### config.mk
export PLATFORM = sky130hd
export DESIGN_NAME = mpu_top
export DESIGN_NICKNAME = d
export VERILOG_FILES = /design/src/common/mpu_pkg.sv /design/src/common/core_req_if.sv /design/src/pma/pma_check.sv /design/src/design/mpu_err_fsm.sv /design/src/design/mpu_top.sv
export SDC_FILE = /design/constraint.sdc
export NUM_CORES = 1
export LEC_CHECK = 0
export BUFFER_PORTS_ARGS = -buffer_cell sky130_fd_sc_hd__buf_2
export CAP_MARGIN = 20
export CORE_MARGIN = 4
export CORE_UTILIZATION = 38
export CTS_BUF_LIST = sky130_fd_sc_hd__clkbuf_8
export DETAILED_ROUTE_END_ITERATION = 8
export PLACE_DENSITY = 0.91
export SYNTH_ARGS = -nofsm -noshare
export SYNTH_HDL_FRONTEND = slang
export SYNTH_SLANG_ARGS = --single-unit
### constraint.sdc
create_clock -name clk -period 5.3 [get_ports clk]
set_input_delay 0.53 -clock clk [delete_from_list [all_inputs] [get_ports clk]]
set_output_delay 0.53 -clock clk [all_outputs]
set_load 0.1 [all_outputs]
### src/common/mpu_pkg.sv
// Shared types, FSM states, PMA region table and debug window constants for the MPU

package mpu_pkg;

  ////////////////////////////////////////////////////////////
  // Types
  ////////////////////////////////////////////////////////////

  typedef logic [31:0] addr_t;
  typedef logic [29:0] word_addr_t;
  typedef logic [1:0]  region_idx_t;
  typedef logic [1:0]  outstanding_cnt_t;

  // Error response sequencing
  typedef enum logic [1:0] {
    MPU_IDLE     = 2'b00,
    MPU_ERR_WAIT = 2'b01,
    MPU_ERR_RESP = 2'b10
  } mpu_state_e;

  ////////////////////////////////////////////////////////////
  // Region table
  ////////////////////////////////////////////////////////////

  localparam int PMA_NUM_REGIONS = 4;

  // Word bounds, low inclusive and high exclusive
  // R0 0x0000_0000..0x0001_0000, R1 0x0000_8000..0x0002_0000 (overlaps R0)
  // R2 0x1000_0000..0x1000_1000, R3 0x2000_0000..0x3000_0000
  localparam word_addr_t PMA_WORD_LOW [PMA_NUM_REGIONS] = '{
    30'h0000_0000,
    30'h0000_2000,
    30'h0400_0000,
    30'h0800_0000
  };

  localparam word_addr_t PMA_WORD_HIGH [PMA_NUM_REGIONS] = '{
    30'h0000_4000,
    30'h0000_8000,
    30'h0400_0400,
    30'h0C00_0000
  };

  // Attribute masks, bit i belongs to region i
  localparam logic [PMA_NUM_REGIONS-1:0] PMA_MAIN       = 4'b1011;
  localparam logic [PMA_NUM_REGIONS-1:0] PMA_BUFFERABLE = 4'b1110;
  localparam logic [PMA_NUM_REGIONS-1:0] PMA_CACHEABLE  = 4'b1001;
  localparam logic [PMA_NUM_REGIONS-1:0] PMA_ATOMIC     = 4'b1011;

  ////////////////////////////////////////////////////////////
  // Debug module window and bus limits
  ////////////////////////////////////////////////////////////

  // Both bounds inclusive
  localparam addr_t DM_REGION_START = 32'hF000_0000;
  localparam addr_t DM_REGION_END   = 32'hF000_3FFF;

  // Highest number of bus transactions awaiting a response
  localparam outstanding_cnt_t OUTSTANDING_MAX = 2'd2;

endpackage

### src/common/core_req_if.sv
// Core request interface carrying address and access flags, with source and sink modports

`timescale 1ns/1ps

interface core_req_if;

  mpu_pkg::addr_t addr;
  logic           instr;
  logic           load;
  logic           atomic;
  logic           misaligned;
  logic           dbg;

  // Driven from the top level ports
  modport src (
    output addr,
    output instr,
    output load,
    output atomic,
    output misaligned,
    output dbg
  );

  // Read by the attribute checker
  modport dst (
    input addr,
    input instr,
    input load,
    input atomic,
    input misaligned,
    input dbg
  );

endinterface

### src/pma/pma_check.sv
// PMA region lookup with priority, debug window override, access error and bus attribute logic

`timescale 1ns/1ps

module pma_check (
  core_req_if.dst req,
  output logic    pma_err_o,
  output logic    attr_bufferable_o,
  output logic    attr_cacheable_o
);

  mpu_pkg::word_addr_t  word_addr;
  logic                 in_dm_window;
  logic                 match_found;
  mpu_pkg::region_idx_t match_idx;
  logic                 attr_main;
  logic                 attr_bufferable;
  logic                 attr_cacheable;
  logic                 attr_atomic;
  logic                 store_access;

  // Bits 1:0 take no part in the region match
  assign word_addr = req.addr[31:2];

  assign in_dm_window = req.dbg &&
                        (req.addr >= mpu_pkg::DM_REGION_START) &&
                        (req.addr <= mpu_pkg::DM_REGION_END);

  ////////////////////////////////////////////////////////////
  // Region search
  ////////////////////////////////////////////////////////////

  // Walk from the top so the lowest matching index is left standing
  always_comb begin
    match_found = 1'b0;
    match_idx   = '0;
    for (int i = mpu_pkg::PMA_NUM_REGIONS - 1; i >= 0; i--) begin
      if ((word_addr >= mpu_pkg::PMA_WORD_LOW[i]) &&
          (word_addr <  mpu_pkg::PMA_WORD_HIGH[i])) begin
        match_found = 1'b1;
        match_idx   = mpu_pkg::region_idx_t'(i);
      end
    end
  end

  ////////////////////////////////////////////////////////////
  // Attribute selection
  ////////////////////////////////////////////////////////////

  always_comb begin
    if (in_dm_window) begin
      // Debug module is treated as plain main memory
      attr_main       = 1'b1;
      attr_bufferable = 1'b0;
      attr_cacheable  = 1'b0;
      attr_atomic     = 1'b0;
    end else if (match_found) begin
      attr_main       = mpu_pkg::PMA_MAIN[match_idx];
      attr_bufferable = mpu_pkg::PMA_BUFFERABLE[match_idx];
      attr_cacheable  = mpu_pkg::PMA_CACHEABLE[match_idx];
      attr_atomic     = mpu_pkg::PMA_ATOMIC[match_idx];
    end else begin
      // Unmatched address defaults to I/O with nothing enabled
      attr_main       = 1'b0;
      attr_bufferable = 1'b0;
      attr_cacheable  = 1'b0;
      attr_atomic     = 1'b0;
    end
  end

  ////////////////////////////////////////////////////////////
  // Access rules
  ////////////////////////////////////////////////////////////

  assign pma_err_o = (req.instr      && !attr_main)   ||
                     (req.misaligned && !attr_main)   ||
                     (req.atomic     && !attr_atomic) ||
                     (req.misaligned && req.atomic);

  // Only plain data stores may be posted
  assign store_access = !req.instr && !req.load && !req.atomic;

  assign attr_bufferable_o = attr_bufferable && store_access;
  assign attr_cacheable_o  = attr_cacheable;

endmodule

### src/design/mpu_err_fsm.sv
// Outstanding response counter, error response FSM and core/bus handshake gating

`timescale 1ns/1ps

module mpu_err_fsm (
  input  logic clk,
  input  logic rst_n,

  // Core request handshake
  input  logic core_trans_valid_i,
  output logic core_trans_ready_o,

  // Attribute check results
  input  logic pma_err_i,
  input  logic attr_bufferable_i,
  input  logic attr_cacheable_i,

  // Bus request side
  output logic bus_trans_valid_o,
  input  logic bus_trans_ready_i,
  output logic bus_trans_bufferable_o,
  output logic bus_trans_cacheable_o,

  // Bus response side
  input  logic bus_resp_valid_i,
  input  logic bus_resp_err_i,

  // Core response
  output logic core_resp_valid_o,
  output logic core_resp_err_o
);

  mpu_pkg::mpu_state_e       state_q;
  mpu_pkg::mpu_state_e       state_d;
  mpu_pkg::outstanding_cnt_t cnt_q;
  mpu_pkg::outstanding_cnt_t cnt_d;
  logic                      idle;
  logic                      cnt_full;
  logic                      bus_hs;
  logic                      err_accept;
  logic                      err_resp;

  assign idle     = (state_q == mpu_pkg::MPU_IDLE);
  assign cnt_full = (cnt_q == mpu_pkg::OUTSTANDING_MAX);
  assign err_resp = (state_q == mpu_pkg::MPU_ERR_RESP);

  ////////////////////////////////////////////////////////////
  // Handshake gating
  ////////////////////////////////////////////////////////////

  // Faulting requests never reach the bus
  assign bus_trans_valid_o = core_trans_valid_i && idle && !pma_err_i && !cnt_full;

  // A faulting request is taken at once, the rest wait for the bus
  assign core_trans_ready_o = idle && (pma_err_i || (bus_trans_ready_i && !cnt_full));

  assign bus_trans_bufferable_o = bus_trans_valid_o && attr_bufferable_i;
  assign bus_trans_cacheable_o  = bus_trans_valid_o && attr_cacheable_i;

  assign bus_hs     = bus_trans_valid_o && bus_trans_ready_i;
  assign err_accept = core_trans_valid_i && core_trans_ready_o && pma_err_i;

  // Responses either come from the bus or from the FSM, never both
  assign core_resp_valid_o = bus_resp_valid_i || err_resp;
  assign core_resp_err_o   = err_resp || (bus_resp_valid_i && bus_resp_err_i);

  ////////////////////////////////////////////////////////////
  // Outstanding count and state
  ////////////////////////////////////////////////////////////

  always_comb begin
    cnt_d = cnt_q;
    if (bus_hs && !bus_resp_valid_i) begin
      cnt_d = cnt_q + 2'd1;
    end else if (!bus_hs && bus_resp_valid_i) begin
      cnt_d = cnt_q - 2'd1;
    end
  end

  always_comb begin
    state_d = state_q;
    case (state_q)
      mpu_pkg::MPU_IDLE: begin
        if (err_accept) begin
          state_d = (cnt_q == '0) ? mpu_pkg::MPU_ERR_RESP : mpu_pkg::MPU_ERR_WAIT;
        end
      end
      // Hold the error back until earlier bus responses are through
      mpu_pkg::MPU_ERR_WAIT: begin
        if (cnt_q == '0) begin
          state_d = mpu_pkg::MPU_ERR_RESP;
        end
      end
      mpu_pkg::MPU_ERR_RESP: begin
        state_d = mpu_pkg::MPU_IDLE;
      end
      default: begin
        state_d = mpu_pkg::MPU_IDLE;
      end
    endcase
  end

  always_ff @(posedge clk or negedge rst_n) begin
    if (!rst_n) begin
      state_q <= mpu_pkg::MPU_IDLE;
      cnt_q   <= '0;
    end else begin
      state_q <= state_d;
      cnt_q   <= cnt_d;
    end
  end

endmodule

### src/design/mpu_top.sv
// MPU top level with plain core and bus ports, request interface, PMA checker and error FSM

`timescale 1ns/1ps

module mpu_top (
  input  logic           clk,
  input  logic           rst_n,

  // Core request
  input  logic           core_trans_valid_i,
  output logic           core_trans_ready_o,
  input  mpu_pkg::addr_t core_addr_i,
  input  logic           core_instr_i,
  input  logic           core_load_i,
  input  logic           core_atomic_i,
  input  logic           core_misaligned_i,
  input  logic           core_dbg_i,

  // Bus request
  output logic           bus_trans_valid_o,
  input  logic           bus_trans_ready_i,
  output mpu_pkg::addr_t bus_addr_o,
  output logic           bus_trans_bufferable_o,
  output logic           bus_trans_cacheable_o,

  // Bus response
  input  logic           bus_resp_valid_i,
  input  logic           bus_resp_err_i,

  // Core response
  output logic           core_resp_valid_o,
  output logic           core_resp_err_o
);

  logic pma_err;
  logic attr_bufferable;
  logic attr_cacheable;

  core_req_if req_if ();

  assign req_if.addr       = core_addr_i;
  assign req_if.instr      = core_instr_i;
  assign req_if.load       = core_load_i;
  assign req_if.atomic     = core_atomic_i;
  assign req_if.misaligned = core_misaligned_i;
  assign req_if.dbg        = core_dbg_i;

  // Address is forwarded untouched, the FSM decides if it is valid
  assign bus_addr_o = core_addr_i;

  pma_check pma_check_i (
    .req               (req_if.dst),
    .pma_err_o         (pma_err),
    .attr_bufferable_o (attr_bufferable),
    .attr_cacheable_o  (attr_cacheable)
  );

  mpu_err_fsm mpu_err_fsm_i (
    .clk                    (clk),
    .rst_n                  (rst_n),
    .core_trans_valid_i     (core_trans_valid_i),
    .core_trans_ready_o     (core_trans_ready_o),
    .pma_err_i              (pma_err),
    .attr_bufferable_i      (attr_bufferable),
    .attr_cacheable_i       (attr_cacheable),
    .bus_trans_valid_o      (bus_trans_valid_o),
    .bus_trans_ready_i      (bus_trans_ready_i),
    .bus_trans_bufferable_o (bus_trans_bufferable_o),
    .bus_trans_cacheable_o  (bus_trans_cacheable_o),
    .bus_resp_valid_i       (bus_resp_valid_i),
    .bus_resp_err_i         (bus_resp_err_i),
    .core_resp_valid_o      (core_resp_valid_o),
    .core_resp_err_o        (core_resp_err_o)
  );

endmodule

==> flow_metrics.py, run 1 <==
metrics = {
    "worst_setup_path": {
        "worstPathCellList": "buf_2 > nor4_2 > nand3_1 > nor4_4 > a21oi_1 > ha_1 > or4_1 > a2111oi_2 > buf_2",
        "worst-endpoint-required_ns": 4.77,
        "crit_type": "primary input to output pin",
        "crit_path_end_kind": "output pin",
        "cp-endpoint": "bus_trans_bufferable_o",
        "r2r_cells": 7,
        "regToRegEndpoint": "mpu_err_fsm_i.cnt_q[1]",
        "worstSetupStartpointType": "primary input",
        "cpMostUsedCell": "buf_2",
        "reg2reg_from": "mpu_err_fsm_i.cnt_q[1]",
        "rrSetupSlack_ns": 3.56,
        "max_stage_delay_ns": 0.49,
        "cp-startpoint": "core_addr_i[21]",
        "slowest_stage": "or4_1",
        "crit_arrival_ns": 3.04,
        "cp_max_fo": 3,
    },
    "grt": {
        "antenna_found_initial": 0,
        "grt_pass1_wl_um": 2930,
        "grt_overflow_total": 0,
        "grt_max_degree": 8,
        "grt_util_all_layers": 0.147,
        "grt_pass1_vias": 699,
    },
    "layout": {
        "syn2layout_area_growth_pct": 15.4,
        "nFillCells": 168,
        "final_common_cell": "buf_2",
        "drive_above_1_share": 0.632,
        "area.sequential_um2": 100,
        "nets": 162,
        "layout_common_cells": "buf_2, nor2_1, nand2_1, dfrtp_1",
        "antenna_cells": 0,
        "multi_input_area_um2": 385,
        "final_cells": 139,
    },
    "placement": {
        "dpl_worst_slack_ns": 1.74,
        "dpl.hpwl_um": 1770,
        "gp_congestion": 0.738,
        "placedCellCount": 136,
        "port_buffers": 56,
    },
    "yosys": {
        "synthTopCellsByArea": "buf_4, dfrtp_1, ha_1, a2111oi_2, nor4_2",
        "yosys_register_bits": 4,
        "synth_warnings": 0,
        "synth_top_area_cell": "buf_4",
        "synth_area_um2": 733,
        "synth_top_area_frac": 0.328,
        "synth_cells": 87,
        "synth.avg_cell_area_um2": 8.43,
        "synth-seq-area-share": 0.137,
        "synth_fp_nets": 133,
        "ys_types": 33,
    },
    "pwr": {
        "pwr_density_cell_nw_per_um2": 418,
        "cellLeakagePower_nw": 0.430,
        "swShare": 0.577,
        "power_frac_seq": 0.176,
        "switching_power_uw": 204,
        "pwr-share-comb": 0.646,
        "ir_worst_vdd_uv": 263,
        "intPower_uw": 150,
        "clockPowerShare": 0.178,
    },
    "run_status": {
        "status": "complete, no violations",
    },
    "clocking": {
        "numCtsBuffers": 3,
        "cts_tree": "yes",
        "clock_path_buffers": 2,
        "cts_hold_buf": 0,
        "clk_pin_slew_ns": 0.03,
        "insertion_delay_ns": 0.21,
        "clock-sinks": 4,
        "clockRootBuffer": "clkbuf_8",
        "cts.htree.levels": 1,
        "postCtsSetupRepairBufs": 0,
        "ctsResizeCount": 0,
    },
    "floorplanning": {
        "core_area_um2": 1780,
        "die_x_um": 51.9,
        "ios": 81,
        "start_util": 0.411,
        "rows": 15,
        "fp.dieArea_um2": 2700,
        "fp.dieH_um": 51.9,
    },
    "drt": {
        "vias": 671,
        "wirelength_um": 1920,
        "drt-initial-drc-count": 5,
        "antenna_left": 0,
        "drc": 0,
        "wire_per_inst_um": 13.8,
        "vias_per_cell": 4.83,
        "drt_pass1_iterations": 2,
    },
    "timing": {
        "rsz0062_at_grt": "no",
        "min_period_ns": 3.57,
        "setup_violations": 0,
        "post-route-period-util": 0.674,
        "fin_ws_ns": 1.73,
        "finalHoldViolations": 0,
        "fin_skew_ns": 0.00155,
        "setup_tns_ns": 0,
        "whs_ns": 0.111,
        "relSlewSlack": 0.670,
        "drv_slew": 0,
        "clock.fmax_mhz": 280,
        "worst_pin_slew_ns": 0.498,
    },
    "hold_path": {
        "hp-class": "primary input to async pin",
    },
    "run": {
        "cap_viol_max_count": 0,
    },
}
==> kinds of logic after synthesis <==
family          share of synthesized area
flops                               0.137
simple gates                        0.288
buf+inv                             0.338
xor+xnor                           0.0358
fa+ha+maj                          0.0512
compound gates                      0.150
==> state kept, by name, indices dropped and copies added, names as in the netlist <==
signal	flops
mpu_err_fsm_i.state_q	2
mpu_err_fsm_i.cnt_q	2
==> how the worst min path moves through the flow <==
stage	endpoint	depth (start not counted)	startpoint
after global placement	mpu_err_fsm_i.cnt_q[0]	1	rst_n
after floorplan	mpu_err_fsm_i.cnt_q[0]	0	rst_n
after CTS	mpu_err_fsm_i.state_q[0]	1	rst_n
after detailed placement	mpu_err_fsm_i.state_q[0]	1	rst_n
final	mpu_err_fsm_i.state_q[0]	1	rst_n
after global routing	mpu_err_fsm_i.state_q[0]	1	rst_n
==> layout make-up <==
cell class	count	share of cell area
timing repair buffer	56	0.331
clock buffer	3	0.0488
multi-input combinational	49	0.456
tap	25	0.0370
sequential	4	0.118
inverter	2	0.00888
==> worst max-delay path, delay by kind of cell <==
kind | cells | cell delay (ns)
simple gates | 4 | 1.23
buf+inv | 2 | 0.60
compound gates | 2 | 0.46
fa+ha+maj | 1 | 0.21
==> cells in the mapped netlist, drive strengths merged <==
library cell	count
a2111oi	2
a21o	1
a21oi	5
a22o	1
a32o	2
and2	1
and3	1
and4	1
buf	32
dfrtp	4
ha	3
inv	2
nand2	4
nand2b	1
nand3	2
nand4	1
nor2	5
nor2b	3
nor3	3
nor3b	1
nor4	4
nor4b	1
o21bai	1
or2	2
or4	1
xnor2	1
xor2	2
==> metrics by stage <==
step | power, mW | cell area, um^2 | util
finish | 0.354 | 846 | 0.474
floorplan | 0.298 | 733 | -
CTS | 0.357 | 846 | 0.474
global placement | 0.283 | 805 | 0.451
detailed placement | 0.292 | 805 | 0.451
global route | 0.373 | 846 | 0.474
==> power by group through the flow <==
stage | clock network [mW] | registers, mW | logic (mW)
2_1_floorplan | 0 | 0.0585 | 0.240
3_3_place_gp | 0 | 0.0608 | 0.222
3_5_place_dp | 0 | 0.0621 | 0.230
4_1_cts | 0.0650 | 0.0618 | 0.230
5_1_grt | 0.0679 | 0.0654 | 0.240
6_report | 0.0630 | 0.0625 | 0.228
==> metal layers <==
metal | vias up | global-route usage | part of all wire
met4 | 0 | 0.118 | 0.011
li1 | 332 | - | -
met5 | - | 0 | 0
met1 | 302 | 0.119 | 0.32
met3 | 6 | 0.0344 | 0.077
met2 | 31 | 0.291 | 0.59
Power figures use the tool's default switching activity.
==> run 2, diff against run 1 <==
CORE_UTILIZATION = 35   (was 38)
PLACE_DENSITY = 0.85   (was 0.91)
clock period = 3.7 ns   (was 5.3 ns; I/O delays follow)
==> run 2 against run 1 <==
Effect of this change: core utilization fell by 2.9 points; largest power group unchanged; clock-buffer cell count is the same; final area grew 4.4%; via count shrank 1.6%; power is 44% higher; critical path depth stayed put.
==> flow_metrics.py, run 2 (synthesis gave the netlist of run 1 again) <==
metrics = {
    "pwr": {
        "cellLeakagePower_nw": 0.435,
        "pwr-share-comb": 0.650,
        "pwr_density_cell_nw_per_um2": 575,
        "ir_worst_vdd_uv": 443,
        "swShare": 0.576,
        "power_frac_seq": 0.175,
        "clockPowerShare": 0.175,
        "power_uw": 508,
        "intPower_uw": 215,
        "switching_power_uw": 293,
    },
    "floorplanning": {
        "fp.dieArea_um2": 2890,
        "die_x_um": 53.8,
        "rows": 16,
        "fp.dieH_um": 53.8,
        "ios": 81,
        "core_area_um2": 1980,
        "start_util": 0.370,
    },
    "layout": {
        "top_regs": "mpu_err_fsm_i.cnt_q x2, mpu_err_fsm_i.state_q x2",
        "final_common_cell": "buf_2",
        "drive_above_1_share": 0.626,
        "nets": 163,
        "syn2layout_area_growth_pct": 20.5,
        "layout_common_cells": "buf_2, nor2_1, nand2_1, dfrtp_1",
        "antenna_cells": 0,
    },
    "timing": {
        "rsz0062_at_grt": "no",
        "finalHoldViolations": 0,
        "min_period_ns": 3.16,
        "setup_tns_ns": 0,
        "clock.fmax_mhz": 316,
        "relSlewSlack": 0.674,
        "worst_pin_slew_ns": 0.493,
        "drv_slew": 0,
        "fin_skew_ns": 0.000706,
        "setup_violations": 0,
        "post-route-period-util": 0.854,
    },
    "clocking": {
        "clockRootBuffer": "clkbuf_8",
        "clock-sinks": 4,
        "clk_pin_slew_ns": 0.03,
        "postCtsSetupRepairBufs": 0,
        "cts_tree": "yes",
        "clock_path_buffers": 2,
        "numCtsBuffers": 3,
        "insertion_delay_ns": 0.21,
        "cts.htree.levels": 1,
    },
    "drt": {
        "routed-wl-met3_um": 186,
        "antenna_left": 0,
        "wl_met1_um": 672,
        "wire_per_inst_um": 13.4,
        "vias": 660,
        "wirelength_um": 1910,
        "met2_length_um": 1020,
        "drc": 0,
        "vias_per_cell": 4.65,
        "drt-initial-drc-count": 7,
        "top_layer": "met4",
        "drt_pass1_iterations": 4,
    },
    "run_status": {
        "status": "complete, no violations",
    },
    "worst_setup_path": {
        "crit_arrival_ns": 2.79,
        "crit_type": "primary input to output pin",
        "worstSetupStartpointType": "primary input",
        "worstPathCellList": "buf_2 > nor4_2 > nand3_1 > nor4_4 > a21oi_1 > ha_1 > or4_1 > a2111oi_4 > buf_2",
        "cpMostUsedCell": "buf_2",
        "cp_max_fo": 3,
        "max_stage_delay_ns": 0.53,
        "worst-endpoint-required_ns": 3.33,
        "slowest_stage": "or4_1",
        "crit_path_end_kind": "output pin",
    },
    "grt": {
        "grt_overflow_total": 0,
        "grt_util_all_layers": 0.126,
        "antenna_found_initial": 0,
        "grt_pass1_wl_um": 2710,
        "grt_pass1_vias": 648,
        "grt_max_degree": 8,
    },
    "placement": {
        "dpl.hpwl_um": 1730,
        "gp_congestion": 0.701,
        "port_buffers": 56,
    },
    "hold_path": {
        "hp-class": "primary input to async pin",
    },
    "run": {
        "cap_viol_max_count": 0,
    },
}
==> run 2: changes by cell type in the layout (fill, tap and decap cells not counted), sizes merged <==
| cell | change |
|---|---|
| dlygate4sd3 | +1 |
==> run 2: final timing paths <==
| check | startpoint | end | slack (ns) | depth (start not counted) |
|---|---|---|---|---|
| max reg2reg | mpu_err_fsm_i.cnt_q[1] | mpu_err_fsm_i.cnt_q[1] | 1.97 | 8 |
| min in group clk | mpu_err_fsm_i.cnt_q[1] | mpu_err_fsm_i.cnt_q[1] | 0.51 | 1 |
| max in group asynchronous | rst_n | mpu_err_fsm_i.cnt_q[1] | 3.09 | 2 |
| max | core_addr_i[23] | bus_trans_bufferable_o | 0.54 | 9 |
| min | rst_n | mpu_err_fsm_i.state_q[1] | 0.49 | 2 |
| min reg2reg | mpu_err_fsm_i.cnt_q[1] | mpu_err_fsm_i.cnt_q[1] | 0.51 | 1 |
==> run 2: critical path: cells and delay by family <==
kind	cells	cell delay, ns
AND/OR/NAND/NOR	4	1.21
buffers and inverters	2	0.58
AO/OA/AOI/OAI	2	0.42
adder cells (fa/ha/maj)	1	0.20
==> run 2: power groups by stage <==
stage / Clock, mW / Combinational (mW) / Sequential, mW
global route: 0.0917 / 0.349 / 0.0919
detailed placement: 0 / 0.329 / 0.0881
global placement: 0 / 0.322 / 0.0872
finish: 0.0890 / 0.330 / 0.0891
floorplan: 0 / 0.348 / 0.0838
CTS: 0.0895 / 0.332 / 0.0889
==> run 2: area by class of cell <==
cell class	instances	area [um^2]
Clock buffer	3	41.3
Fill cell	206	1100
Inverter	2	7.51
Multi-Input combinational cell	49	410
Sequential cell	4	100
Tap cell	27	33.8
Timing Repair Buffer	57	290
==> run 2: metrics by stage <==
stage | std cells | setup WS (ns) | cell area [um^2] | utilization | hold slack (ns)
global route | 142 | 0.398 | 883 | 0.446 | 0.522
detailed placement | 138 | 0.530 | 832 | 0.420 | 0.180
global placement | 138 | 0.586 | 832 | 0.420 | 0.175
CTS | 142 | 0.527 | 883 | 0.446 | 0.498
floorplan | 87 | 0.0628 | 758 | - | 0.0744
finish | 142 | 0.539 | 883 | 0.446 | 0.494
==> run 2: repair_timing <==
item,in CTS,in global routing
gates resized for setup,0,0
hold endpoints to repair,4,0
hold buffers,1,0
==> run 2: metal layers <==
metal	track usage	vias to the layer above
met5	0	-
li1	-	332
met4	0.0596	0
met3	0.0277	4
met2	0.226	31
met1	0.140	293
==> run 3, diff against run 2 <==
==> constraint.sdc (replaced) <==
create_clock -name clk -period 3.7 [get_ports clk]
set_input_delay 0.185 -clock clk [delete_from_list [all_inputs] [get_ports clk]]
set_output_delay 0.185 -clock clk [all_outputs]
set_load 0.1 [all_outputs]
==> run 3 against run 2 <==
Effect of this change: non-clock buffer count unchanged; combinational power down 2%; critical path depth unchanged; core utilization down 0.63 points; clock-buffer cell count unchanged; first-iteration DRC count down 43%; critical endpoint unchanged.
==> flow_metrics.py, run 3 (synthesis gave the netlist of run 1 again) <==
metrics = {
    "layout": {
        "syn2layout_area_growth_pct": 18.8,
        "antenna_cells": 0,
        "multi_input_area_um2": 398,
        "final_area_um2": 871,
        "drive_above_1_share": 0.626,
        "nFillCells": 196,
        "nets": 163,
        "final_common_cell": "buf_2",
        "top_regs": "mpu_err_fsm_i.cnt_q x2, mpu_err_fsm_i.state_q x2",
        "final_util": 0.439,
        "area.sequential_um2": 100,
        "layout_common_cells": "buf_2, nor2_1, nand2_1, dfrtp_1",
    },
    "pwr": {
        "intPower_uw": 215,
        "clockPowerShare": 0.179,
        "pwr-share-comb": 0.646,
        "pwr_density_cell_nw_per_um2": 579,
        "power_frac_seq": 0.175,
        "cellLeakagePower_nw": 0.435,
        "ir_worst_vdd_uv": 442,
        "switching_power_uw": 289,
        "swShare": 0.573,
    },
    "timing": {
        "setup_tns_ns": 0,
        "relSlewSlack": 0.672,
        "drv_slew": 0,
        "setup_violations": 0,
        "worst_pin_slew_ns": 0.495,
        "min_period_ns": 2.81,
        "post-route-period-util": 0.759,
        "clock.fmax_mhz": 356,
        "rsz0062_at_grt": "no",
        "fin_skew_ns": 0.00331,
        "finalHoldViolations": 0,
    },
    "clocking": {
        "numCtsBuffers": 3,
        "clk_pin_slew_ns": 0.03,
        "insertion_delay_ns": 0.21,
        "clock_path_buffers": 2,
        "cts.htree.levels": 1,
        "cts_tree": "yes",
        "clock-sinks": 4,
        "clockRootBuffer": "clkbuf_8",
        "postCtsSetupRepairBufs": 0,
    },
    "drt": {
        "antenna_left": 0,
        "drt_pass1_iterations": 2,
        "vias": 662,
        "drc": 0,
        "wire_per_inst_um": 11.8,
        "wirelength_um": 1680,
        "vias_per_cell": 4.66,
        "drt-initial-drc-count": 4,
    },
    "placement": {
        "dpl.hpwl_um": 1520,
        "gp_congestion": 0.690,
        "port_buffers": 56,
        "placed_area_um2": 820,
    },
    "floorplanning": {
        "rows": 16,
        "die_x_um": 53.8,
        "start_util": 0.370,
        "fp.dieArea_um2": 2890,
        "ios": 81,
        "fp.dieH_um": 53.8,
        "core_area_um2": 1980,
    },
    "worst_setup_path": {
        "crit_path_end_kind": "output pin",
        "worstSetupStartpointType": "primary input",
        "cp_max_fo": 3,
        "crit_arrival_ns": 2.62,
        "crit_type": "primary input to output pin",
        "worst-endpoint-required_ns": 3.51,
    },
    "run": {
        "cap_viol_max_count": 0,
    },
    "grt": {
        "antenna_found_initial": 0,
        "grt_util_all_layers": 0.124,
        "grt_overflow_total": 0,
        "grt_pass1_vias": 619,
        "grt_max_degree": 8,
        "grt_pass1_wl_um": 2630,
    },
    "run_status": {
        "status": "complete, no violations",
    },
    "hold_path": {
        "hp-class": "primary input to async pin",
    },
}
## run 3: cell types whose count changed in the layout (fill, tap and decap cells not counted)
cell and change:
a2111oi_4 -1, a2111oi_2 +1
## run 3: repair_timing
item                                   4_1_cts  5_1_grt
endpoints found under the hold margin        4        0
hold buffers                                 1        0
gates resized for setup                      0        0
## run 3: critical path, stage by stage
cell       delay, ns
buf_2           0.11
nor4_2          0.29
nand3_1         0.17
nor4_4          0.24
a21oi_1         0.15
ha_1            0.19
or4_1           0.52
a2111oi_4       0.28
buf_2           0.48
## run 3: power groups by stage
stage	Sequential, mW	Clock, mW	Combinational (mW)
global placement	0.0870	0	0.321
global route	0.0903	0.0973	0.345
finish	0.0882	0.0904	0.325
floorplan	0.0838	0	0.345
CTS	0.0882	0.0925	0.327
detailed placement	0.0887	0	0.325
## run 3: routing by layer
metal,vias to the layer above,share of wire,global-route usage
met5,-,0,0
li1,333,-,-
met1,292,0.37,0.126
met3,10,0.093,0.0277
met4,0,0.020,0.0723
met2,27,0.51,0.228
## run 3: worst paths after layout
path / from / to / slack [ns] / depth (start not counted)
min reg2reg: mpu_err_fsm_i.cnt_q[1] / mpu_err_fsm_i.cnt_q[1] / 0.51 / 1
max reg2reg: mpu_err_fsm_i.cnt_q[1] / mpu_err_fsm_i.cnt_q[1] / 2.00 / 8
min in group clk: core_addr_i[0] / bus_addr_o[0] / 0.37 / 0
max: core_addr_i[21] / bus_trans_bufferable_o / 0.89 / 9
min: rst_n / mpu_err_fsm_i.state_q[0] / 0.29 / 2
max in group asynchronous: rst_n / mpu_err_fsm_i.cnt_q[0] / 3.29 / 2
## run 3: cell type report
type | instances | area share
tap | 27 | 0.0388
inverter | 2 | 0.00862
clock buffer | 3 | 0.0474
multi-input combinational | 49 | 0.457
sequential | 4 | 0.115
timing repair buffer | 57 | 0.333
## run 3: stage by stage
stage	instances	power [mW]	worst slack, ns	hold slack, ns
2_1_floorplan	87	0.429	0.193	-0.111
3_3_place_gp	138	0.408	0.946	-0.0114
3_5_place_dp	138	0.414	0.863	-0.00829
4_1_cts	142	0.508	0.849	0.301
5_1_grt	142	0.532	0.714	0.310
6_report	142	0.504	0.891	0.294
